**src/source/rs_config_pkg.sv**
```systemverilog
/*
   issue core configuration
   station count and the vector types for tags, values, registers,
   station masks and credits
*/
`default_nettype none

package rs_config_pkg;

   // number of reservation stations
   localparam int station_count = 8;

   // tag 0 means the operand is ready, 1 to 8 name station index plus one
   typedef logic [3:0] tag_t;
   localparam tag_t tag_null = 4'd0;

   // operand and result value
   typedef logic [63:0] value_t;

   // destination register number
   typedef logic [4:0] reg_t;

   // one bit per station, and a station number
   typedef logic [station_count-1:0] station_mask_t;
   typedef logic [2:0] station_index_t;

   // credit count, 0 to station_count
   typedef logic [3:0] credit_t;

endpackage

`default_nettype wire

```
**src/source/rs_op_pkg.sv**
```systemverilog
/*
   issue core encodings
   integer operations and reservation station states
*/
`default_nettype none

package rs_op_pkg;

   // op_shl shifts operand a left by the low 6 bits of operand b
   typedef enum logic [2:0] {
      op_add,
      op_sub,
      op_and,
      op_or,
      op_xor,
      op_shl
   } op_t;

   typedef enum logic [2:0] {
      st_empty,
      st_wait_a,
      st_wait_b,
      st_wait_both,
      st_ready
   } station_state_t;

endpackage

`default_nettype wire

```
**src/source/reservation_station.sv**
```systemverilog
/*
   reservation station entry
   holds one instruction, waits on the CDB for missing operands and
   returns to empty when granted
*/
`timescale 1ns/10ps
`default_nettype none

module reservation_station
(
   input  wire                        clock,
   input  wire                        reset,
   input  wire                        fill,
   input  wire rs_op_pkg::op_t        fill_op,
   input  wire rs_config_pkg::reg_t   fill_dest,
   input  wire rs_config_pkg::tag_t   fill_a_tag,
   input  wire rs_config_pkg::tag_t   fill_b_tag,
   input  wire rs_config_pkg::value_t fill_a_value,
   input  wire rs_config_pkg::value_t fill_b_value,
   input  wire                        cdb_valid,
   input  wire rs_config_pkg::tag_t   cdb_tag,
   input  wire rs_config_pkg::value_t cdb_value,
   input  wire                        grant,
   output rs_op_pkg::station_state_t  state,
   output rs_op_pkg::op_t             op,
   output rs_config_pkg::reg_t        dest,
   output rs_config_pkg::value_t      a_value,
   output rs_config_pkg::value_t      b_value
);

   import rs_config_pkg::*;
   import rs_op_pkg::*;

   tag_t           a_tag;
   tag_t           b_tag;
   logic           a_hit;
   logic           b_hit;
   logic           a_waiting;
   logic           b_waiting;
   logic [1:0]     fill_wait;
   station_state_t next_state;

   assign a_hit     = cdb_valid && (cdb_tag == a_tag);
   assign b_hit     = cdb_valid && (cdb_tag == b_tag);
   assign a_waiting = (state == st_wait_a) || (state == st_wait_both);
   assign b_waiting = (state == st_wait_b) || (state == st_wait_both);
   assign fill_wait = {fill_a_tag != tag_null, fill_b_tag != tag_null};

   ////////////////////////////////////////////////////////////////////////////
   // state machine
   ////////////////////////////////////////////////////////////////////////////
   always_comb
   begin
      next_state = state;
      if (grant)
         next_state = st_empty;
      else if (fill)
      begin
         case (fill_wait)
            2'b11:   next_state = st_wait_both;
            2'b10:   next_state = st_wait_a;
            2'b01:   next_state = st_wait_b;
            default: next_state = st_ready;
         endcase
      end
      else
      begin
         case (state)
            st_wait_a:
               if (a_hit)
                  next_state = st_ready;
            st_wait_b:
               if (b_hit)
                  next_state = st_ready;
            st_wait_both:
            begin
               // both operands may name the same producer
               if (a_hit && b_hit)
                  next_state = st_ready;
               else if (a_hit)
                  next_state = st_wait_b;
               else if (b_hit)
                  next_state = st_wait_a;
            end
            default: next_state = state;
         endcase
      end
   end

   always_ff @(posedge clock)
   begin
      if (reset)
         state <= st_empty;
      else
         state <= next_state;
   end

   // operand capture on fill or CDB wakeup
   always_ff @(posedge clock)
   begin
      if (fill)
      begin
         op      <= fill_op;
         dest    <= fill_dest;
         a_tag   <= fill_a_tag;
         b_tag   <= fill_b_tag;
         a_value <= fill_a_value;
         b_value <= fill_b_value;
      end
      else
      begin
         if (a_waiting && a_hit)
            a_value <= cdb_value;
         if (b_waiting && b_hit)
            b_value <= cdb_value;
      end
   end

endmodule

`default_nettype wire

```
**src/source/rs_dispatch.sv**
```systemverilog
/*
   dispatch stage
   registers an incoming instruction, picks the lowest free station and
   presents the fill with its tag one cycle later, with CDB bypass
*/
`timescale 1ns/10ps
`default_nettype none

module rs_dispatch
(
   input  wire                          clock,
   input  wire                          reset,
   input  wire                          dispatch_valid,
   input  wire rs_op_pkg::op_t          dispatch_op,
   input  wire rs_config_pkg::reg_t     dispatch_dest,
   input  wire rs_config_pkg::tag_t     src_a_tag,
   input  wire rs_config_pkg::tag_t     src_b_tag,
   input  wire rs_config_pkg::value_t   src_a_value,
   input  wire rs_config_pkg::value_t   src_b_value,
   input  wire rs_config_pkg::station_mask_t free_mask,
   input  wire                          cdb_valid,
   input  wire rs_config_pkg::tag_t     cdb_tag,
   input  wire rs_config_pkg::value_t   cdb_value,
   output rs_config_pkg::station_mask_t fill,
   output rs_op_pkg::op_t               fill_op,
   output rs_config_pkg::reg_t          fill_dest,
   output rs_config_pkg::tag_t          fill_a_tag,
   output rs_config_pkg::tag_t          fill_b_tag,
   output rs_config_pkg::value_t        fill_a_value,
   output rs_config_pkg::value_t        fill_b_value,
   output logic                         assigned_valid,
   output rs_config_pkg::tag_t          assigned_tag
);

   import rs_config_pkg::*;

   station_mask_t avail_mask;
   station_mask_t pick_mask;
   tag_t          pick_tag;
   logic          in_a_hit;
   logic          in_b_hit;
   logic          held_a_hit;
   logic          held_b_hit;
   tag_t          held_a_tag;
   tag_t          held_b_tag;
   value_t        held_a_value;
   value_t        held_b_value;

   // the station being filled this cycle still shows free, so mask it out
   always_comb
   begin
      avail_mask = free_mask & ~fill;
      pick_mask  = avail_mask & (~avail_mask + station_mask_t'(1));
      pick_tag   = tag_null;
      for (int i = 0; i < station_count; i++)
      begin
         if (pick_mask[i])
            pick_tag = tag_t'(i + 1);
      end
   end

   ////////////////////////////////////////////////////////////////////////////
   // CDB bypass at input and while held
   ////////////////////////////////////////////////////////////////////////////
   assign in_a_hit   = cdb_valid && (src_a_tag != tag_null) && (src_a_tag == cdb_tag);
   assign in_b_hit   = cdb_valid && (src_b_tag != tag_null) && (src_b_tag == cdb_tag);
   assign held_a_hit = cdb_valid && (held_a_tag != tag_null) && (held_a_tag == cdb_tag);
   assign held_b_hit = cdb_valid && (held_b_tag != tag_null) && (held_b_tag == cdb_tag);

   assign fill_a_tag   = held_a_hit ? tag_null : held_a_tag;
   assign fill_b_tag   = held_b_hit ? tag_null : held_b_tag;
   assign fill_a_value = held_a_hit ? cdb_value : held_a_value;
   assign fill_b_value = held_b_hit ? cdb_value : held_b_value;

   assign assigned_valid = |fill;

   always_ff @(posedge clock)
   begin
      if (reset)
         fill <= '0;
      else
         fill <= dispatch_valid ? pick_mask : '0;
   end

   // held instruction fields
   always_ff @(posedge clock)
   begin
      if (dispatch_valid)
      begin
         fill_op      <= dispatch_op;
         fill_dest    <= dispatch_dest;
         assigned_tag <= pick_tag;
         held_a_tag   <= in_a_hit ? tag_null : src_a_tag;
         held_b_tag   <= in_b_hit ? tag_null : src_b_tag;
         held_a_value <= in_a_hit ? cdb_value : src_a_value;
         held_b_value <= in_b_hit ? cdb_value : src_b_value;
      end
   end

endmodule

`default_nettype wire

```
**src/source/rs_execute.sv**
```systemverilog
/*
   integer execute unit
   single-cycle ALU whose registered result is the CDB broadcast
*/
`timescale 1ns/10ps
`default_nettype none

module rs_execute
(
   input  wire                        clock,
   input  wire                        reset,
   input  wire                        issue_valid,
   input  wire rs_op_pkg::op_t        issue_op,
   input  wire rs_config_pkg::tag_t   issue_tag,
   input  wire rs_config_pkg::reg_t   issue_dest,
   input  wire rs_config_pkg::value_t issue_a,
   input  wire rs_config_pkg::value_t issue_b,
   output logic                       cdb_valid,
   output rs_config_pkg::tag_t        cdb_tag,
   output rs_config_pkg::reg_t        cdb_dest,
   output rs_config_pkg::value_t      cdb_value
);

   import rs_config_pkg::*;
   import rs_op_pkg::*;

   value_t result;

   always_comb
   begin
      case (issue_op)
         op_add:  result = issue_a + issue_b;
         op_sub:  result = issue_a - issue_b;
         op_and:  result = issue_a & issue_b;
         op_or:   result = issue_a | issue_b;
         op_xor:  result = issue_a ^ issue_b;
         // shift amount is the low 6 bits of b
         op_shl:  result = issue_a << issue_b[5:0];
         default: result = '0;
      endcase
   end

   always_ff @(posedge clock)
   begin
      if (reset)
         cdb_valid <= 1'b0;
      else
         cdb_valid <= issue_valid;
   end

   always_ff @(posedge clock)
   begin
      if (issue_valid)
      begin
         cdb_tag   <= issue_tag;
         cdb_dest  <= issue_dest;
         cdb_value <= result;
      end
   end

endmodule

`default_nettype wire

```
**src/source/rs_issue_top.sv**
```systemverilog
/*
   issue side of the out-of-order core
   dispatch, station table with select, and execute, with the CDB fed
   back to dispatch and the stations
*/
`timescale 1ns/10ps
`default_nettype none

module rs_issue_top
(
   input  wire                        clock,
   input  wire                        reset,
   input  wire                        dispatch_valid,
   input  wire rs_op_pkg::op_t        dispatch_op,
   input  wire rs_config_pkg::reg_t   dispatch_dest,
   input  wire rs_config_pkg::tag_t   src_a_tag,
   input  wire rs_config_pkg::tag_t   src_b_tag,
   input  wire rs_config_pkg::value_t src_a_value,
   input  wire rs_config_pkg::value_t src_b_value,
   output logic                       assigned_valid,
   output rs_config_pkg::tag_t        assigned_tag,
   output logic                       credit_return,
   output logic                       cdb_valid,
   output rs_config_pkg::tag_t        cdb_tag,
   output rs_config_pkg::reg_t        cdb_dest,
   output rs_config_pkg::value_t      cdb_value
);

   import rs_config_pkg::*;
   import rs_op_pkg::*;

   // dispatch to table
   station_mask_t fill;
   station_mask_t free_mask;
   op_t           fill_op;
   reg_t          fill_dest;
   tag_t          fill_a_tag;
   tag_t          fill_b_tag;
   value_t        fill_a_value;
   value_t        fill_b_value;

   // table to execute
   logic          issue_valid;
   op_t           issue_op;
   tag_t          issue_tag;
   reg_t          issue_dest;
   value_t        issue_a;
   value_t        issue_b;

   rs_dispatch u_rs_dispatch
   (
      .clock          (clock),
      .reset          (reset),
      .dispatch_valid (dispatch_valid),
      .dispatch_op    (dispatch_op),
      .dispatch_dest  (dispatch_dest),
      .src_a_tag      (src_a_tag),
      .src_b_tag      (src_b_tag),
      .src_a_value    (src_a_value),
      .src_b_value    (src_b_value),
      .free_mask      (free_mask),
      .cdb_valid      (cdb_valid),
      .cdb_tag        (cdb_tag),
      .cdb_value      (cdb_value),
      .fill           (fill),
      .fill_op        (fill_op),
      .fill_dest      (fill_dest),
      .fill_a_tag     (fill_a_tag),
      .fill_b_tag     (fill_b_tag),
      .fill_a_value   (fill_a_value),
      .fill_b_value   (fill_b_value),
      .assigned_valid (assigned_valid),
      .assigned_tag   (assigned_tag)
   );

   rs_table u_rs_table
   (
      .clock         (clock),
      .reset         (reset),
      .fill          (fill),
      .fill_op       (fill_op),
      .fill_dest     (fill_dest),
      .fill_a_tag    (fill_a_tag),
      .fill_b_tag    (fill_b_tag),
      .fill_a_value  (fill_a_value),
      .fill_b_value  (fill_b_value),
      .cdb_valid     (cdb_valid),
      .cdb_tag       (cdb_tag),
      .cdb_value     (cdb_value),
      .free_mask     (free_mask),
      .issue_valid   (issue_valid),
      .issue_op      (issue_op),
      .issue_tag     (issue_tag),
      .issue_dest    (issue_dest),
      .issue_a       (issue_a),
      .issue_b       (issue_b),
      .credit_return (credit_return)
   );

   rs_execute u_rs_execute
   (
      .clock       (clock),
      .reset       (reset),
      .issue_valid (issue_valid),
      .issue_op    (issue_op),
      .issue_tag   (issue_tag),
      .issue_dest  (issue_dest),
      .issue_a     (issue_a),
      .issue_b     (issue_b),
      .cdb_valid   (cdb_valid),
      .cdb_tag     (cdb_tag),
      .cdb_dest    (cdb_dest),
      .cdb_value   (cdb_value)
   );

endmodule

`default_nettype wire

```
**src/source/rs_table.sv**
```systemverilog
/*
   reservation station table
   eight stations, free mask for dispatch, lowest-index ready select
   and one credit return per issued station
*/
`timescale 1ns/10ps
`default_nettype none

module rs_table
(
   input  wire                               clock,
   input  wire                               reset,
   input  wire rs_config_pkg::station_mask_t fill,
   input  wire rs_op_pkg::op_t               fill_op,
   input  wire rs_config_pkg::reg_t          fill_dest,
   input  wire rs_config_pkg::tag_t          fill_a_tag,
   input  wire rs_config_pkg::tag_t          fill_b_tag,
   input  wire rs_config_pkg::value_t        fill_a_value,
   input  wire rs_config_pkg::value_t        fill_b_value,
   input  wire                               cdb_valid,
   input  wire rs_config_pkg::tag_t          cdb_tag,
   input  wire rs_config_pkg::value_t        cdb_value,
   output rs_config_pkg::station_mask_t      free_mask,
   output logic                              issue_valid,
   output rs_op_pkg::op_t                    issue_op,
   output rs_config_pkg::tag_t               issue_tag,
   output rs_config_pkg::reg_t               issue_dest,
   output rs_config_pkg::value_t             issue_a,
   output rs_config_pkg::value_t             issue_b,
   output logic                              credit_return
);

   import rs_config_pkg::*;
   import rs_op_pkg::*;

   station_state_t station_state [station_count];
   op_t            station_op    [station_count];
   reg_t           station_dest  [station_count];
   value_t         station_a     [station_count];
   value_t         station_b     [station_count];
   station_mask_t  ready_mask;
   station_mask_t  grant_mask;
   station_index_t grant_index;

   for (genvar i = 0; i < station_count; i++)
   begin : g_station
      reservation_station u_station
      (
         .clock        (clock),
         .reset        (reset),
         .fill         (fill[i]),
         .fill_op      (fill_op),
         .fill_dest    (fill_dest),
         .fill_a_tag   (fill_a_tag),
         .fill_b_tag   (fill_b_tag),
         .fill_a_value (fill_a_value),
         .fill_b_value (fill_b_value),
         .cdb_valid    (cdb_valid),
         .cdb_tag      (cdb_tag),
         .cdb_value    (cdb_value),
         .grant        (grant_mask[i]),
         .state        (station_state[i]),
         .op           (station_op[i]),
         .dest         (station_dest[i]),
         .a_value      (station_a[i]),
         .b_value      (station_b[i])
      );
   end

   ////////////////////////////////////////////////////////////////////////////
   // masks and select
   ////////////////////////////////////////////////////////////////////////////
   always_comb
   begin
      for (int i = 0; i < station_count; i++)
      begin
         free_mask[i]  = (station_state[i] == st_empty);
         ready_mask[i] = (station_state[i] == st_ready);
      end
      // lowest set bit wins
      grant_mask  = ready_mask & (~ready_mask + station_mask_t'(1));
      grant_index = '0;
      for (int i = 0; i < station_count; i++)
      begin
         if (grant_mask[i])
            grant_index = station_index_t'(i);
      end
   end

   assign issue_valid = |ready_mask;
   assign issue_tag   = tag_t'(grant_index) + tag_t'(1);
   assign issue_op    = station_op[grant_index];
   assign issue_dest  = station_dest[grant_index];
   assign issue_a     = station_a[grant_index];
   assign issue_b     = station_b[grant_index];

   // granted station empties at this edge, credit goes back next cycle
   always_ff @(posedge clock)
   begin
      if (reset)
         credit_return <= 1'b0;
      else
         credit_return <= issue_valid;
   end

endmodule

`default_nettype wire

```
**config.mk**
```make
export PLATFORM = sky130hd
export DESIGN_NAME = rs_issue_top
export DESIGN_NICKNAME = d
export VERILOG_FILES = /design/src/source/rs_config_pkg.sv /design/src/source/rs_op_pkg.sv /design/src/source/reservation_station.sv /design/src/source/rs_dispatch.sv /design/src/source/rs_execute.sv /design/src/source/rs_issue_top.sv /design/src/source/rs_table.sv
export SDC_FILE = /design/constraint.sdc
export NUM_CORES = 2
export LEC_CHECK = 0
export ABC_AREA = 1
export BUFFER_PORTS_ARGS = -buffer_cell sky130_fd_sc_hd__clkbuf_2
export CELL_PAD_IN_SITES_DETAIL_PLACEMENT = 1
export CELL_PAD_IN_SITES_GLOBAL_PLACEMENT = 1
export CORE_MARGIN = 3
export CORE_UTILIZATION = 48
export CTS_CLUSTER_SIZE = 16
export DETAILED_ROUTE_END_ITERATION = 16
export HOLD_SLACK_MARGIN = 0.15
export PLACE_DENSITY = 0.87
export REMOVE_ABC_BUFFERS = 1
export SYNTH_ARGS = -nofsm -noshare
export SYNTH_HDL_FRONTEND = slang
export SYNTH_SLANG_ARGS = --single-unit
```
**constraint.sdc**
```tcl
create_clock -name clock -period 8.47 [get_ports clock]
set_input_delay 1.694 -clock clock [delete_from_list [all_inputs] [get_ports clock]]
set_output_delay 1.694 -clock clock [all_outputs]
set_load 0.005 [all_outputs]
```
==> results.txt <==
----------------------------------------------------
[GRT]
  Number of antenna violations at the first check in global routing ... 11
  Number of global-route vias before repair ... 79.9k
  First-pass GRT wire length ... 513000 um
  Overall track demand over capacity in global routing ... 39.5%
  Pin count of the biggest net entering global routing ... 108
  Congestion Overflow GR ... 0

[Clock network]
  Later-pin clock latency in the skew report ... 880 ps
  Resized Gates After CTS ... 0
  CTS clk-pin slew, worst paths ... 60 ps
  Clock buffers created by TritonCTS ... 158
  Clock sinks ... 1406
  Post-CTS setup buffer count ... 0
  Hold-fix buffers, CTS ... 0
  Buffer depth of the longest clock path ... 3
  CTS tree ... built
  Cell at the root of the clock tree ... clkbuf_16
  H-tree lvl count ... 4

[STA]
  Upper clock frequency limit ... 122 MHz
  Period utilisation layout ... 96.4%
  RSZ-0062 raised after global routing ... no
  Tightest slew margin relative to the limit ... 4.84%
  Measured slew at the worst slew-check pin ... 1410 ps
  Clock tree skew after final layout ... 55.6 ps
  Final Max Slew Viols ... 0
  Final setup viols ... 0
  Final min period ... 8160 ps
  Total count of hold-check failures in the final report ... 0

[Floorplan]
  I/O pin cnt ... 227
  Core outline area ... 0.168 mm^2
  Number of rows created at floorplan ... 150
  Initial Util ... 48.5%
  Area enclosed by the die boundary ... 0.174 mm^2
  Vertical die dimension ... 417 um
  Die width ... 417 um

[Synthesis]
  Distinct cells, synth ... 57
  Area of the mapped netlist ... 0.0812 mm^2
  Fraction of the mapped netlist area in simple logic gates ... 22.0%
  Post-synthesis share of cell area spent on xor and xnor gates ... 0.992%
  Multiplexer share of the synthesized area ... 0%
  Dominant cell type by area after synthesis ... edfxtp_1
  Largest cells by area after synthesis ... edfxtp_1 (51%), nand2_1 (12%), o21ai_0 (10%), nand3_1 (5.7%), inv_1 (4.4%)
  Most used flip-flop cell after synthesis ... edfxtp_1
  Dominant combinational cell family by area after synthesis ... simple AND/OR/NAND/NOR gates
  Synthesized-area fraction occupied by ao, oa, aoi and oai cells ... 14.6%
  Proportion of synthesized chip area in sequential cells ... 51.6%
  Gate count after technology mapping ... 9844
  Share of synthesized registers carrying an async set or reset ... 0%
  Number of warning messages in the yosys log ... 0
  Area share of fa/ha/maj cells after synthesis ... 3.01%
  Seq cells post-synth ... 1406
  Average footprint of a synthesized cell ... 8.25 um^2
  Post-synth EDFFs ... 1373
  Fraction of post-synthesis cell area in the top cell type by area ... 50.8%

[Drt]
  Number of detailed-route iterations in the first pass ... 6
  Met1 wire length ... 137000 um
  Met3 layer wire length in the routed design ... 33800 um
  Wire length on met2 ... 160000 um
  Antenna Nets Post-Route ... 0
  Highest routed metal layer ... met5
  Number of DRC markers after the initial detailed-route iteration ... 9051
  Final routed DRC violation total ... 0
  Vias per cell ... 6.40
  Mean routed wirelength per cell ... 29.2 um
  Final wirelength ... 353000 um
  Via count ... 77.5k

[Final layout]
  P&R area growth vs syn ... 9.87%
  Fraction of final layout cells with drive strength greater than 1 ... 7.15%
  Post-layout net count ... 10.1k
  Final core utilization ... 53.2%

[Worst hold path]
  Worst min-delay path category ... register to register
  Startpoint of the worst hold path ... u_rs_table.g_station[2].u_station.state[1]

[Setup path]
  Biggest cell delay along the critical path ... 480 ps
  WP data arrival ... 8750 ps
  Kind of start point of the critical path ... register
  Critical Path Slowest Stage Cell ... dfxtp_1
  Beginning of the worst register-to-register path ... u_rs_table.g_station[3].u_station.state[2]
  Launch point of the worst path ... u_rs_table.g_station[3].u_station.state[2]
  Worst path most repeated cell ... nand2_1
  Endpoint required time on the critical path ... 9060 ps
  Worst Path Max Fanout ... 87
  Critical path class ... register to register
  Nature of the critical path endpoint ... register

[Place]
  Final GP Congestion ... 1.07
  HPWL after DPL ... 237000 um
  Number of buffers added on ports ... 226

[Job]
  Max-capacitance violation count ... 0

[Run status]
  Status ... complete, no violations

----------------------------------------------------
final timing paths:
check	slack (ps)	end	depth (start not counted)
hold reg to reg	510	u_rs_table.g_station[2].u_station.state[1]	2
setup / recovery	310	u_rs_execute.cdb_value[57]	35
setup reg to reg	310	u_rs_execute.cdb_value[57]	35
hold / removal	510	u_rs_table.g_station[2].u_station.state[1]	2
cells by family (layout without fill, tap and decap cells):
kind of cell | Yosys count | in the layout
AOI/OAI and AO/OA | 2216 | 2216
xor gates and xnor gates | 92 | 92
adders and majority gates | 195 | 195
buffers and inverters | 1608 | 1656
DFF | 1406 | 1406
other | 0 | 3
and+or+nand+nor | 4327 | 4328
through the flow:
step | std cells | setup TNS (ps) | setup WS (ps) | area (um^2) | hold slack (ps)
final | 12100 | 0 | 306 | 89200 | 509
after global routing | 12097 | 0 | 3.31 | 89200 | 556
after CTS | 12096 | 0 | 328 | 89200 | 505
after detailed placement | 11812 | 0 | 425 | 84100 | 495
after global placement | 11812 | 0 | 601 | 84100 | 478
after floorplan | 9221 | -318860 | -5020 | 78500 | 462
final cells by class:
type                    count  area, um^2
repair buffers            387        2530
diodes                      3        7.51
flip-flops and latches   1406       41900
fillers                 19814       78400
clock inverters            87         941
well taps                2204        2760
clock buffers             197        4140
inverters                 985        3750
multi-input cells        6831       33200
layout by cell type, fill, tap and decap left out, types with 11 or more instances in the layout:
cell type / instances
o22ai_1: 19
o2111ai_1: 16
o21ai_0: 1679
a221oi_1: 28
nand2_1: 2578
o211ai_1: 86
a211oi_1: 27
clkbuf_16: 159
bufinv_16: 13
buf_4: 146
nand4_1: 64
a31oi_1: 48
clkbuf_2: 225
xnor2_1: 15
inv_1: 955
buf_12: 15
dfxtp_1: 33
xor2_1: 77
clkinv_1: 37
inv_2: 14
clkinv_2: 21
o21a_1: 13
nand3_1: 925
nor4_1: 18
nand2_2: 18
ha_1: 194
nand2_4: 11
a21oi_1: 204
nor2_1: 639
clkbuf_1: 36
inv_6: 11
o21ai_1: 30
nor3_1: 31
edfxtp_1: 1373
critical path, delay by kind of cell (launching register included):
kind / cells / cell delay [ps]
and+or+nand+nor: 20 / 3840
adders and majority gates: 1 / 480
buffers and inverters: 5 / 1190
xor gates and xnor gates: 1 / 160
DFF: 1 / 480
AOI/OAI and AO/OA: 8 / 1520
routing by layer:
metal / global-route usage, % / vias up
met3: 7.55 / 1135
met4: 22.4 / 4
met5: 0 / -
li1: - / 33339
met1: 50.8 / 38533
met2: 62.8 / 4464
cell usage after synthesis (all sizes together) (2+ instances only):
library cell     n
nand2         2608
o21ai         1718
edfxtp        1373
inv            977
nand3          930
nor2           655
clkbuf         324
buf            299
a21oi          206
ha             194
o211ai          86
xor2            77
nand4           64
a31oi           48
nor3            34
dfxtp           33
a211oi          28
a221oi          28
o22ai           19
nor4            18
o2111ai         16
xnor2           15
o21a            13
o211a            9
or2              9
a21o             8
clkinv           8
a21boi           7
a22oi            6
a311oi           5
o31ai            4
a2111oi          3
nor3b            3
o21bai           3
o221ai           3
a31o             2
and2             2
nand3b           2
o22a             2
sequential cells by signal, summed over array words and instances, names as in the netlist, 24 cells and up:
name and flops:
u_rs_table.g_station.u_station.a_value 512, u_rs_table.g_station.u_station.a_tag 32, u_rs_table.g_station.u_station.dest 40, u_rs_dispatch.held_a_value 64
u_rs_table.g_station.u_station.state 24, u_rs_table.g_station.u_station.b_value 512, u_rs_table.g_station.u_station.b_tag 32, u_rs_table.g_station.u_station.op 24
u_rs_dispatch.held_b_value 64, u_rs_execute.cdb_value 64
Power is not shown: default switching activity piles up to over one toggle a cycle in this logic, so the estimate is an artifact.
